[src/mem_pkg.sv]
// Shared memory types for the game ROM bank
// Bus widths, operation and request-origin enums
// Request and response structs
package mem_pkg;

    localparam int MEM_AW = 22;  // Word address
    localparam int MEM_DW = 16;

    typedef enum logic {
        OP_READ,
        OP_WRITE
    } mem_op_e;

    // Request origin, also the read data tag
    typedef enum logic [1:0] {
        SLOT_DWNLD,
        SLOT_MAIN,
        SLOT_CHAR
    } slot_e;

    typedef struct packed {
        mem_op_e           op;
        slot_e             tag;
        logic [MEM_AW-1:0] addr;
        logic [MEM_DW-1:0] data;
        logic [1:0]        sel;   // Active high, bit 1 is the upper byte
    } mem_req_t;

    typedef struct packed {
        slot_e             tag;
        logic [MEM_DW-1:0] data;
    } mem_rsp_t;

endpackage

[src/rom_dwnld.sv]
// ROM download unpacker
// Skips the file header and latches the game id from it
// Turns each image byte into a masked word write
`timescale 1ns/10ps

module rom_dwnld #(
    parameter int HEADER = 32
) (
    input  logic              clk,
    input  logic              rst_n,
    input  logic              downloading,
    input  logic [24:0]       ioctl_addr,
    input  logic [7:0]        ioctl_dout,
    input  logic              ioctl_wr,
    output mem_pkg::mem_req_t prog_req,
    output logic              prog_valid,
    input  logic              prog_ack,
    output logic [7:0]        game_id,
    output logic              dwnld_busy
);

    localparam logic [24:0] HDR_LEN     = 25'(HEADER);
    localparam logic [24:0] GAME_ID_POS = 25'h18;

    logic [24:0] rom_offset;  // Byte offset inside the image
    logic        in_header;
    logic        img_wr;

    assign rom_offset = ioctl_addr - HDR_LEN;
    assign in_header  = ioctl_addr < HDR_LEN;
    assign img_wr     = downloading && ioctl_wr && !in_header;

    always_ff @(posedge clk) begin
        if (!rst_n) begin
            prog_valid <= 1'b0;
            game_id    <= 8'h00;
        end else begin
            if (prog_ack)
                prog_valid <= 1'b0;
            if (img_wr)
                prog_valid <= 1'b1;  // Held until the arbiter takes it
            if (downloading && ioctl_wr && in_header && ioctl_addr == GAME_ID_POS)
                game_id <= ioctl_dout;
        end
    end

    // Even bytes land in the upper half, so words come out big-endian
    always_ff @(posedge clk) begin
        if (img_wr) begin
            prog_req.op   <= mem_pkg::OP_WRITE;
            prog_req.tag  <= mem_pkg::SLOT_DWNLD;
            prog_req.addr <= rom_offset[mem_pkg::MEM_AW:1];
            prog_req.data <= {ioctl_dout, ioctl_dout};
            prog_req.sel  <= rom_offset[0] ? 2'b01 : 2'b10;
        end
    end

    assign dwnld_busy = downloading | prog_valid;

endmodule

[src/slot_arbiter.sv]
// Memory access arbiter
// Download writes first, then main CPU reads, then char reads
// Keeps address, data and state of each read slot
`timescale 1ns/10ps

module slot_arbiter #(
    parameter logic [21:0] CHAR_OFFSET = 22'h08_0000
) (
    input  logic              clk,
    input  logic              rst_n,
    input  logic              downloading,
    input  mem_pkg::mem_req_t prog_req,
    input  logic              prog_valid,
    output logic              prog_ack,
    input  logic              main_cs,
    input  logic [17:0]       main_addr,
    output logic [15:0]       main_data,
    output logic              main_ok,
    input  logic              char_cs,
    input  logic [12:0]       char_addr,
    output logic [15:0]       char_data,
    output logic              char_ok,
    output logic              push,
    output mem_pkg::mem_req_t push_req,
    input  logic              full,
    input  mem_pkg::mem_rsp_t rsp,
    input  logic              rsp_valid
);

    typedef enum logic [1:0] {
        SLOT_IDLE,   // No valid data
        SLOT_WAIT,   // Read in flight
        SLOT_READY
    } slot_st_e;

    localparam int NSLOT = 2;  // 0 is main, 1 is char

    slot_st_e                      st        [NSLOT];
    logic [mem_pkg::MEM_AW-1:0]    last_addr [NSLOT];
    logic [mem_pkg::MEM_DW-1:0]    data      [NSLOT];
    logic [mem_pkg::MEM_AW-1:0]    cur_addr  [NSLOT];
    logic [NSLOT-1:0]              cs;
    logic [NSLOT-1:0]              want;
    logic [NSLOT-1:0]              grant;
    logic [NSLOT-1:0]              rsp_hit;
    logic [NSLOT-1:0]              ok;

    function automatic mem_pkg::slot_e slot_tag(input int idx);
        return (idx == 0) ? mem_pkg::SLOT_MAIN : mem_pkg::SLOT_CHAR;
    endfunction

    assign cs[0]       = main_cs;
    assign cs[1]       = char_cs;
    assign cur_addr[0] = {4'd0, main_addr};
    assign cur_addr[1] = CHAR_OFFSET + {9'd0, char_addr};

    always_comb begin
        for (int i = 0; i < NSLOT; i++) begin
            // New address or no data yet, one read at a time
            want[i] = cs[i] && !downloading && st[i] != SLOT_WAIT &&
                      (st[i] == SLOT_IDLE || cur_addr[i] != last_addr[i]);
            rsp_hit[i] = rsp_valid && rsp.tag == slot_tag(i);
            ok[i]      = st[i] == SLOT_READY && cs[i] && cur_addr[i] == last_addr[i];
        end
    end

    // Fixed priority
    assign prog_ack = prog_valid && !full;
    assign grant[0] = want[0] && !full && !prog_valid;
    assign grant[1] = want[1] && !full && !prog_valid && !want[0];
    assign push     = prog_ack || (|grant);

    always_comb begin
        push_req = prog_req;
        if (!prog_valid) begin
            push_req.op   = mem_pkg::OP_READ;
            push_req.tag  = grant[1] ? mem_pkg::SLOT_CHAR : mem_pkg::SLOT_MAIN;
            push_req.addr = grant[1] ? cur_addr[1] : cur_addr[0];
            push_req.data = '0;
            push_req.sel  = 2'b11;
        end
    end

    always_ff @(posedge clk) begin
        if (!rst_n) begin
            for (int i = 0; i < NSLOT; i++)
                st[i] <= SLOT_IDLE;
        end else begin
            for (int i = 0; i < NSLOT; i++) begin
                if (grant[i]) begin
                    st[i] <= SLOT_WAIT;
                end else if (rsp_hit[i]) begin
                    // Stale data is dropped, the slot asks again
                    st[i] <= (cur_addr[i] == last_addr[i]) ? SLOT_READY : SLOT_IDLE;
                end
            end
        end
    end

    always_ff @(posedge clk) begin
        for (int i = 0; i < NSLOT; i++) begin
            if (grant[i])
                last_addr[i] <= cur_addr[i];
            if (rsp_hit[i])
                data[i] <= rsp.data;
        end
    end

    assign main_data = data[0];
    assign main_ok   = ok[0];
    assign char_data = data[1];
    assign char_ok   = ok[1];

endmodule

[src/req_queue.sv]
// Request FIFO between the arbiter and the bus master
// Circular buffer with read and write pointers and a count
`timescale 1ns/10ps

module req_queue #(
    parameter int QUEUE_DEPTH = 4
) (
    input  logic              clk,
    input  logic              rst_n,
    input  logic              push,
    input  mem_pkg::mem_req_t push_req,
    output logic              full,
    input  logic              pop,
    output mem_pkg::mem_req_t pop_req,
    output logic              empty
);

    localparam int PW = (QUEUE_DEPTH > 1) ? $clog2(QUEUE_DEPTH) : 1;
    localparam int CW = $clog2(QUEUE_DEPTH + 1);

    mem_pkg::mem_req_t mem [QUEUE_DEPTH];
    logic [PW-1:0]     wr_ptr;
    logic [PW-1:0]     rd_ptr;
    logic [CW-1:0]     count;
    logic              do_push;
    logic              do_pop;

    assign full    = count == CW'(QUEUE_DEPTH);
    assign empty   = count == '0;
    assign do_push = push && !full;
    assign do_pop  = pop && !empty;
    assign pop_req = mem[rd_ptr];

    function automatic logic [PW-1:0] next_ptr(input logic [PW-1:0] ptr);
        return (ptr == PW'(QUEUE_DEPTH - 1)) ? '0 : ptr + 1'b1;
    endfunction

    always_ff @(posedge clk) begin
        if (!rst_n) begin
            wr_ptr <= '0;
            rd_ptr <= '0;
            count  <= '0;
        end else begin
            if (do_push)
                wr_ptr <= next_ptr(wr_ptr);
            if (do_pop)
                rd_ptr <= next_ptr(rd_ptr);
            if (do_push && !do_pop)
                count <= count + 1'b1;
            else if (do_pop && !do_push)
                count <= count - 1'b1;
        end
    end

    always_ff @(posedge clk) begin
        if (do_push)
            mem[wr_ptr] <= push_req;
    end

endmodule

[src/wb_mem_master.sv]
// Wishbone classic master
// One bus cycle per queued request, read data returned with its tag
`timescale 1ns/10ps

module wb_mem_master (
    input  logic              clk,
    input  logic              rst_n,
    input  mem_pkg::mem_req_t pop_req,
    input  logic              empty,
    output logic              pop,
    output mem_pkg::mem_rsp_t rsp,
    output logic              rsp_valid,
    output logic              wb_cyc,
    output logic              wb_stb,
    output logic              wb_we,
    output logic [21:0]       wb_adr,
    output logic [15:0]       wb_dat_o,
    output logic [1:0]        wb_sel,
    input  logic [15:0]       wb_dat_i,
    input  logic              wb_ack
);

    typedef enum logic {
        BUS_IDLE,
        BUS_CYCLE
    } bus_st_e;

    bus_st_e           state;
    mem_pkg::mem_req_t cur;  // Request on the bus

    assign pop = state == BUS_IDLE && !empty;

    always_ff @(posedge clk) begin
        if (!rst_n) begin
            state     <= BUS_IDLE;
            rsp_valid <= 1'b0;
        end else begin
            rsp_valid <= 1'b0;
            case (state)
                BUS_IDLE: begin
                    if (pop)
                        state <= BUS_CYCLE;
                end
                BUS_CYCLE: begin
                    if (wb_ack) begin
                        state     <= BUS_IDLE;  // cyc and stb drop next cycle
                        rsp_valid <= cur.op == mem_pkg::OP_READ;
                    end
                end
                default: state <= BUS_IDLE;
            endcase
        end
    end

    always_ff @(posedge clk) begin
        if (pop)
            cur <= pop_req;
        if (state == BUS_CYCLE && wb_ack) begin
            rsp.tag  <= cur.tag;
            rsp.data <= wb_dat_i;
        end
    end

    // Outputs held stable for the whole cycle
    assign wb_cyc   = state == BUS_CYCLE;
    assign wb_stb   = state == BUS_CYCLE;
    assign wb_we    = cur.op == mem_pkg::OP_WRITE;
    assign wb_adr   = cur.addr;
    assign wb_dat_o = cur.data;
    assign wb_sel   = cur.sel;

endmodule

[src/game_sdram.sv]
// Game ROM memory mapping, top level
// Download unpacker, slot arbiter, request FIFO and Wishbone master
`timescale 1ns/10ps

module game_sdram #(
    parameter int          HEADER      = 32,
    parameter logic [21:0] CHAR_OFFSET = 22'h08_0000,
    parameter int          QUEUE_DEPTH = 4
) (
    input  logic        clk,
    input  logic        rst_n,
    // ROM download
    input  logic        downloading,
    input  logic [24:0] ioctl_addr,
    input  logic [7:0]  ioctl_dout,
    input  logic        ioctl_wr,
    output logic [7:0]  game_id,
    output logic        dwnld_busy,
    // Main CPU ROM
    input  logic        main_cs,
    input  logic [17:0] main_addr,
    output logic [15:0] main_data,
    output logic        main_ok,
    // Char tiles
    input  logic        char_cs,
    input  logic [12:0] char_addr,
    output logic [15:0] char_data,
    output logic        char_ok,
    // Wishbone to external memory
    output logic        wb_cyc,
    output logic        wb_stb,
    output logic        wb_we,
    output logic [21:0] wb_adr,
    output logic [15:0] wb_dat_o,
    output logic [1:0]  wb_sel,
    input  logic [15:0] wb_dat_i,
    input  logic        wb_ack
);

    mem_pkg::mem_req_t prog_req;
    mem_pkg::mem_req_t push_req;
    mem_pkg::mem_req_t pop_req;
    mem_pkg::mem_rsp_t rsp;
    logic              prog_valid;
    logic              prog_ack;
    logic              push;
    logic              full;
    logic              pop;
    logic              empty;
    logic              rsp_valid;

    rom_dwnld #(
        .HEADER      (HEADER)
    ) rom_dwnld_i (
        .clk         (clk),
        .rst_n       (rst_n),
        .downloading (downloading),
        .ioctl_addr  (ioctl_addr),
        .ioctl_dout  (ioctl_dout),
        .ioctl_wr    (ioctl_wr),
        .prog_req    (prog_req),
        .prog_valid  (prog_valid),
        .prog_ack    (prog_ack),
        .game_id     (game_id),
        .dwnld_busy  (dwnld_busy)
    );

    slot_arbiter #(
        .CHAR_OFFSET (CHAR_OFFSET)
    ) slot_arbiter_i (
        .clk         (clk),
        .rst_n       (rst_n),
        .downloading (downloading),
        .prog_req    (prog_req),
        .prog_valid  (prog_valid),
        .prog_ack    (prog_ack),
        .main_cs     (main_cs),
        .main_addr   (main_addr),
        .main_data   (main_data),
        .main_ok     (main_ok),
        .char_cs     (char_cs),
        .char_addr   (char_addr),
        .char_data   (char_data),
        .char_ok     (char_ok),
        .push        (push),
        .push_req    (push_req),
        .full        (full),
        .rsp         (rsp),
        .rsp_valid   (rsp_valid)
    );

    req_queue #(
        .QUEUE_DEPTH (QUEUE_DEPTH)
    ) req_queue_i (
        .clk         (clk),
        .rst_n       (rst_n),
        .push        (push),
        .push_req    (push_req),
        .full        (full),
        .pop         (pop),
        .pop_req     (pop_req),
        .empty       (empty)
    );

    wb_mem_master wb_mem_master_i (
        .clk         (clk),
        .rst_n       (rst_n),
        .pop_req     (pop_req),
        .empty       (empty),
        .pop         (pop),
        .rsp         (rsp),
        .rsp_valid   (rsp_valid),
        .wb_cyc      (wb_cyc),
        .wb_stb      (wb_stb),
        .wb_we       (wb_we),
        .wb_adr      (wb_adr),
        .wb_dat_o    (wb_dat_o),
        .wb_sel      (wb_sel),
        .wb_dat_i    (wb_dat_i),
        .wb_ack      (wb_ack)
    );

endmodule

[config.mk]
export PLATFORM = sky130hd
export DESIGN_NAME = game_sdram
export DESIGN_NICKNAME = d
export VERILOG_FILES = /design/src/mem_pkg.sv /design/src/rom_dwnld.sv /design/src/slot_arbiter.sv /design/src/req_queue.sv /design/src/wb_mem_master.sv /design/src/game_sdram.sv
export SDC_FILE = /design/constraint.sdc
export NUM_CORES = 1
export LEC_CHECK = 0
export ABC_AREA = 1
export BUFFER_PORTS_ARGS = -buffer_cell sky130_fd_sc_hd__buf_2
export CORE_UTILIZATION = 50
export CTS_CLUSTER_DIAMETER = 200
export DETAILED_ROUTE_END_ITERATION = 12
export PLACE_DENSITY = 0.78
export SETUP_SLACK_MARGIN = 0.1
export SYNTH_ARGS = -nofsm -noshare
export SYNTH_HDL_FRONTEND = slang
export SYNTH_SLANG_ARGS = --single-unit
[constraint.sdc]
create_clock -name clk -period 5.74 [get_ports clk]
set_clock_uncertainty 0.15 [all_clocks]
set_input_delay 0.574 -clock clk [delete_from_list [all_inputs] [get_ports clk]]
set_output_delay 0.574 -clock clk [all_outputs]
set_load 0.005 [all_outputs]
==> out/qor.yml, run 1 <==
clock_network:
  cts_hold_buf: 0
  cts_sinks: 310
  worstSkewPairLatency_ns: 0.55
  cts_root_buffer: "clkbuf_16"
  postCtsResizedCells: 0
  cts_buffers: 30
  clk_pin_slew_ns: 0.06
  cts_tree: "built"
  clk_path_buf_depth: 3
  postCtsSetupBuffers: 0
  htreeDepth: 1
synth:
  syn-instance-count: 985
  synth_area_leader_cell: "edfxtp_1"
  yosysMostFrequentCell: "edfxtp_1"
  synth_nets: 1080
  synth_cell_type_count: 38
  yosysTopAreaCellShare_pct: 70.2
  synth_area_leaders: "edfxtp_1 (70%), nand2_1 (4.5%), nor2_1 (3.8%)"
  ys_warn_count: 0
  syn_avg_cell_area_um2: 12.6
  synth-edff-count: 291
  synth_seq_cells: 310
  synth-seq-area-share_pct: 73.3
  synth_async_sr_flop_share_pct: 0
  syn-cell-area_mm2: 0.0124
  synth_common_cells: "edfxtp_1 (291), nand2_1 (148), nor2_1 (127)"
  synth_ff_type: "edfxtp_1"
global_routing:
  grt_usage_pct: 19.7
  grt_max_degree: 73
  grt_pass1_wl_um: 38900
  antenna_found_initial: 3
  grt_pass1_vias: 7365
  grt_overflow: 0
timing:
  maxSlewViolCount: 0
  timing.hold.ws_ns: 0.0597
  rsz0062_at_grt: "false"
  tightestPinTransition_ns: 1.14
  slew_headroom_pct: 23.8
  tns_ns: 0
  setup_violations: 0
  fmax_mhz: 308
  hold_violations: 0
  fin_crit_ns: 3.25
  period_share_pct: 56.6
route:
  viasPerCell: 5.20
  vias: 7666
  wire_per_inst_um: 17.2
  drt_iter0_markers: 692
  drc: 0
  ant_nets: 0
  wl_um: 25400
  first_pass_iters: 6
layout:
  fin_nets: 1219
  area_delta_synth_final_pct: 16.0
  stdcell_area_mm2: 0.0144
  drive_above_1_share_pct: 22.2
  utilization_pct: 59.2
status:
  outcome: "complete, no violations"
pwr:
  p_leak_nw: 5.65
  swShare_pct: 27.0
  pwr-share-seq_pct: 48.4
  p_sw_mw: 1.69
  max-vdd-ir-drop_uv: 285
  power.internal_mw: 4.57
  pwr-share-comb_pct: 18.3
  p_per_area_mw_per_mm2: 433
  clockPowerShare_pct: 33.3
worst_setup_path:
  cp_top_family: "simple AND/OR/NAND/NOR gates"
  cp-start-kind: "flip-flop"
  cp_slowest_cell: "nor2_4"
  worstPathCellList: "nand2_1, nand2_1, nor2_1, nand2_1, nor2_2, nand4_1, nand2_2, nand2_4, nand3_2, inv_1, nor2_4"
  cp_max_fo: 35
  reg2reg_slack_ns: 2.49
  crit_buf_inv: 1
  cp_common_cell: "nand2_1"
  critical_path.endpoint_type: "flip-flop"
  worstSetupPathType: "reg2reg"
  crit_arrival_ns: 3.25
  cp_slowest_stage_delay_ns: 0.89
  critPathRequiredTime_ns: 5.74
job:
  max-cap-violations: 0
placement:
  dpl-instance-area_mm2: 0.0134
  hpwl_um: 16600
  io_buffers: 172
  place.gp.congestion: 0.796
floorplanning:
  ios: 173
  num_rows: 57
  dieHeight_um: 160
  die_w_um: 160
  die_area_mm2: 0.0255
  core_area_mm2: 0.0244
  start_util_pct: 51.0
worst_hold_path:
  hold_class: "in2reg"
cells in the final DEF, fill, tap and decap left out, types with 11 or more instances in the layout:
cell and instances:
o22ai_1 35, o21ai_0 81, clkbuf_16 31, nand3_1 14
a21oi_1 17, xnor2_1 11, edfxtp_1 291, buf_2 172
nand2_1 148, xor2_1 20, o21ai_1 13, dfxtp_1 18
nor2_1 123, inv_1 84
per-layer routing:
layer  global-route usage (%)  share of wire [%]
met1                     27.1                 43
met2                     31.8                 48
met3                     3.12                7.1
met4                     7.53                2.1
met5                        0                  0
power by group through the flow:
stage / clock, mW / sequential, mW / combinational [mW]
final: 2.08 / 3.03 / 1.15
after CTS: 2.10 / 3.03 / 1.16
after global placement: 0 / 3.07 / 1.10
after detailed placement: 0 / 3.07 / 1.15
after floorplan: 0 / 3.05 / 0.870
after global routing: 2.20 / 3.06 / 1.27
worst reg2reg max path, stage by stage, from the launching register on:
cell      delay (ns)
edfxtp_1        0.40
nand2_1         0.08
nand2_1         0.04
nor2_1          0.10
nand2_1         0.08
nor2_2          0.19
nand4_1         0.19
nand2_2         0.15
nand2_4         0.21
nand3_2         0.18
inv_1           0.18
nor2_4          0.89
state kept, by name (all words and copies together) (netlist names):
| register | count |
|---|---|
| req_queue_i.mem | 140 |
| rom_dwnld_i.game_id | 8 |
| wb_mem_master_i.rsp_valid | 1 |
| wb_mem_master_i.wb_adr | 22 |
| req_queue_i.wr_ptr | 2 |
| wb_mem_master_i.wb_cyc | 1 |
| wb_mem_master_i.wb_we | 1 |
| req_queue_i.count | 3 |
| slot_arbiter_i.data | 32 |
| wb_mem_master_i.cur | 2 |
| wb_mem_master_i.rsp | 18 |
| req_queue_i.rd_ptr | 2 |
| rom_dwnld_i.prog_req | 32 |
| rom_dwnld_i.prog_valid | 1 |
| slot_arbiter_i.last_addr | 31 |
| slot_arbiter_i.st | 4 |
| wb_mem_master_i.wb_dat_o | 8 |
| wb_mem_master_i.wb_sel | 2 |
final timing paths:
check,from,end,depth (start not counted)
worst max-delay path,slot_arbiter_i.last_addr[0][0]$_DFFE_PP_,req_queue_i.mem[0][10]$_DFFE_PP_,11
worst min-delay path,wb_dat_i[11],wb_mem_master_i.rsp[11]$_DFFE_PP_,1
worst max register to register,slot_arbiter_i.last_addr[0][0]$_DFFE_PP_,req_queue_i.mem[0][10]$_DFFE_PP_,11
worst min register to register,wb_mem_master_i.cur[41]$_DFFE_PP_,wb_mem_master_i.rsp[17]$_DFFE_PP_,0
layout make-up:
type | count | area [um2]
inverter | 93 | 357
timing repair buffer | 179 | 913
multi-input combinational | 510 | 2560
sequential | 310 | 9120
clock inverter | 15 | 203
tap | 324 | 405
clock buffer | 41 | 873
fill | 1905 | 9950
antenna | 3 | 7.51
logic make-up after synthesis:
family	share of synthesized area, %
buf+inv	6.44
compound gates	6.28
xor+xnor	2.18
simple gates	11.0
fa+ha+maj	0.865
flops	73.3
stage by stage:
stage	power (mW)	cells	setup slack (ns)
2_1_floorplan	3.92	985	2.25
3_3_place_gp	4.17	1416	2.26
3_5_place_dp	4.22	1416	2.18
4_1_cts	6.29	1472	2.44
5_1_grt	6.53	1474	2.26
6_report	6.26	1475	2.49
(Power assumes the default switching activity.)
==> run 2, diff against run 1 <==
ABC_AREA = 0   (was 1)
PLACE_DENSITY = 0.81   (was 0.78)
clock period = 2.9 ns   (was 5.74 ns; I/O delays follow)
==> out/qor.yml, run 2 <==
clock_network:
  cts_buffers: 30
  clk_pin_slew_ns: 0.06
  worstSkewPairLatency_ns: 0.56
  cts_root_buffer: "clkbuf_16"
  clk_path_buf_depth: 3
  htreeDepth: 1
  cts_tree: "built"
  cts_sinks: 310
layout:
  largest_register_ffs: 140
  diodes: 0
  utilization_pct: 63.9
  drive_above_1_share_pct: 31.1
  layout_common_cells: "edfxtp_1 (291), buf_2 (172), dlygate4sd3_1 (83)"
  fin_nets: 1055
  top_regs: "req_queue_i.mem (140), rom_dwnld_i.prog_req (32), slot_arbiter_i.data (32)"
  final_common_cell: "edfxtp_1"
  top_register: "req_queue_i.mem"
  stdcell_count: 1303
  area_delta_synth_final_pct: 24.0
synth:
  synth_seq_cells: 310
  syn_avg_cell_area_um2: 17.2
  synth_area_leader_cell: "edfxtp_1"
  synth_cell_type_count: 48
  syn-instance-count: 710
  syn-cell-area_mm2: 0.0122
  synth_area_leaders: "edfxtp_1 (72%), mux4_2 (6.5%), dfxtp_1 (3.1%)"
  yosysTopAreaCellShare_pct: 71.6
  synth_async_sr_flop_share_pct: 0
  ys_warn_count: 0
  synth_ff_type: "edfxtp_1"
  synth_common_cells: "edfxtp_1 (291), nand2_1 (45), buf_4 (41)"
  yosysMostFrequentCell: "edfxtp_1"
  synth-seq-area-share_pct: 74.7
  synth-edff-count: 291
  synth_nets: 805
worst_hold_path:
  hold_class: "in2reg"
  worstHoldEndpoint: "req_queue_i.wr_ptr[1]$_SDFFE_PN0P_"
  whs_path_depth: 4
  hold_start: "rst_n"
worst_setup_path:
  timing.rr.start: "slot_arbiter_i.last_addr[0][28]$_DFFE_PN_"
  cp-start-kind: "primary input"
  worstPathCellList: "dlygate4sd3_1, buf_2, or4_4, nor3_4, nand2_4, nor4_2, xor2_1, dlygate4sd3_1"
  cp_max_fo: 6
  cp_slowest_cell: "or4_4"
  crit_arrival_ns: 2.88
  critical_path.endpoint_type: "flip-flop"
  cp_common_cell: "dlygate4sd3_1"
  worstRegToRegCells: 11
  cp_slowest_stage_delay_ns: 0.59
  critPathRequiredTime_ns: 3.05
  worstSetupPathType: "in2reg"
  reg2reg_slack_ns: 0.18
  rr_endpoint: "req_queue_i.count[2]$_SDFFE_PN0P_"
floorplanning:
  die_area_mm2: 0.0250
  ios: 173
  die_w_um: 158
  start_util_pct: 51.6
  core_area_mm2: 0.0237
  num_rows: 56
  dieHeight_um: 158
global_routing:
  grt_pass1_vias: 6866
  antenna_found_initial: 0
  grt_pass1_wl_um: 37600
  grt_overflow: 0
  grt_max_degree: 59
  grt_usage_pct: 20.1
timing:
  tns_ns: 0
  setup_violations: 0
  maxSlewViolCount: 0
  fin_crit_ns: 2.73
  period_share_pct: 94.0
  tightestPinTransition_ns: 0.788
  fmax_mhz: 367
  timing.hold.ws_ns: 0.125
  worst_slack_ns: 0.173
  slew_headroom_pct: 47.5
  rsz0062_at_grt: "true"
  hold_violations: 0
route:
  viasPerCell: 5.32
  vias: 6929
  ant_nets: 0
  first_pass_iters: 5
  wl_um: 25000
  wire_per_inst_um: 19.2
  drt_iter0_markers: 586
  drc: 0
placement:
  hpwl_um: 15700
  io_buffers: 172
  dp_cells: 1160
  place_ws_ns: 0.0959
  place.gp.congestion: 0.840
pwr:
  p_leak_nw: 5.48
  p_per_area_mw_per_mm2: 788
  max-vdd-ir-drop_uv: 486
job:
  max-cap-violations: 0
status:
  outcome: "complete, no violations"
[run 2: changes by cell type after synthesis, sizes merged, moves of 12 or more]
cell	previous run	this run
nor2	128	14
nand2	153	46
o21ai	94	19
inv	91	33
mux4	0	35
o22ai	35	1
xnor2	11	34
and2	0	15
a22oi	0	13
nor2b	0	13
a21oi	17	5
o211ai	1	13
[run 2: layout make-up]
class,instances,area (um2)
Sequential cell,310,9120
Multi-Input combinational cell,301,2640
Clock buffer,38,821
Inverter,33,124
Tap cell,319,399
Clock inverter,18,129
Fill cell,1629,8540
Timing Repair Buffer,284,1910
[run 2: power breakdown]
part           internal (mW)  switching (mW)
Combinational           1.04            1.19
Sequential              5.78           0.246
Clock                   2.09            1.57
Total                   8.91            3.01
[run 2: logic make-up after synthesis]
logic type | synth area share, %
fa+ha+maj | 0.881
mux | 6.78
buf+inv | 4.48
flops | 74.7
compound gates | 2.98
xor+xnor | 3.44
simple gates | 6.75
[run 2: timing repair]
action / CTS / global route
gates resized for setup: 1 / 14
pin swaps: 0 / 12
setup endpoints to repair: 1 / 85
setup buffers: 0 / 4
endpoints found under the hold margin: 87 / 0
hold buffers: 83 / 0
[run 2: how the worst max path moves through the flow]
stage	endpoint	from
final	rom_dwnld_i.prog_req[33]$_DFFE_PP_	ioctl_addr[7]
after global routing	req_queue_i.count[2]$_SDFFE_PN0P_	slot_arbiter_i.last_addr[0][30]$_DFFE_PN_
after CTS	req_queue_i.count[2]$_SDFFE_PN0P_	slot_arbiter_i.last_addr[0][30]$_DFFE_PN_
after detailed placement	req_queue_i.count[2]$_SDFFE_PN0P_	char_addr[2]
after global placement	req_queue_i.count[2]$_SDFFE_PN0P_	char_addr[2]
after floorplan	req_queue_i.mem[3][0]$_DFFE_PP_	rom_dwnld_i.prog_valid$_SDFFE_PN0P_
[run 2: layer usage]
layer  wire, um  track usage, %  vias up
li1           -               -     3144
met3       1740            3.48       48
met2      12400            34.0      326
met4        694            6.09        0
met1      10200            26.6     3411
met5          0               0        -
[run 2: per-stage QoR]
stage | area (um2) | power [mW]
3_5_place_dp | 13200 | 8.23
4_1_cts | 15000 | 12.0
6_report | 15100 | 11.9
3_3_place_gp | 13200 | 8.16
5_1_grt | 15100 | 12.4
2_1_floorplan | 12200 | 7.69
[run 2: worst max-delay path, delay by kind of cell]
| family | cells | cell delay [ns] |
|---|---|---|
| xor+xnor | 1 | 0.10 |
| simple gates | 4 | 1.23 |
| buf+inv | 3 | 1.25 |
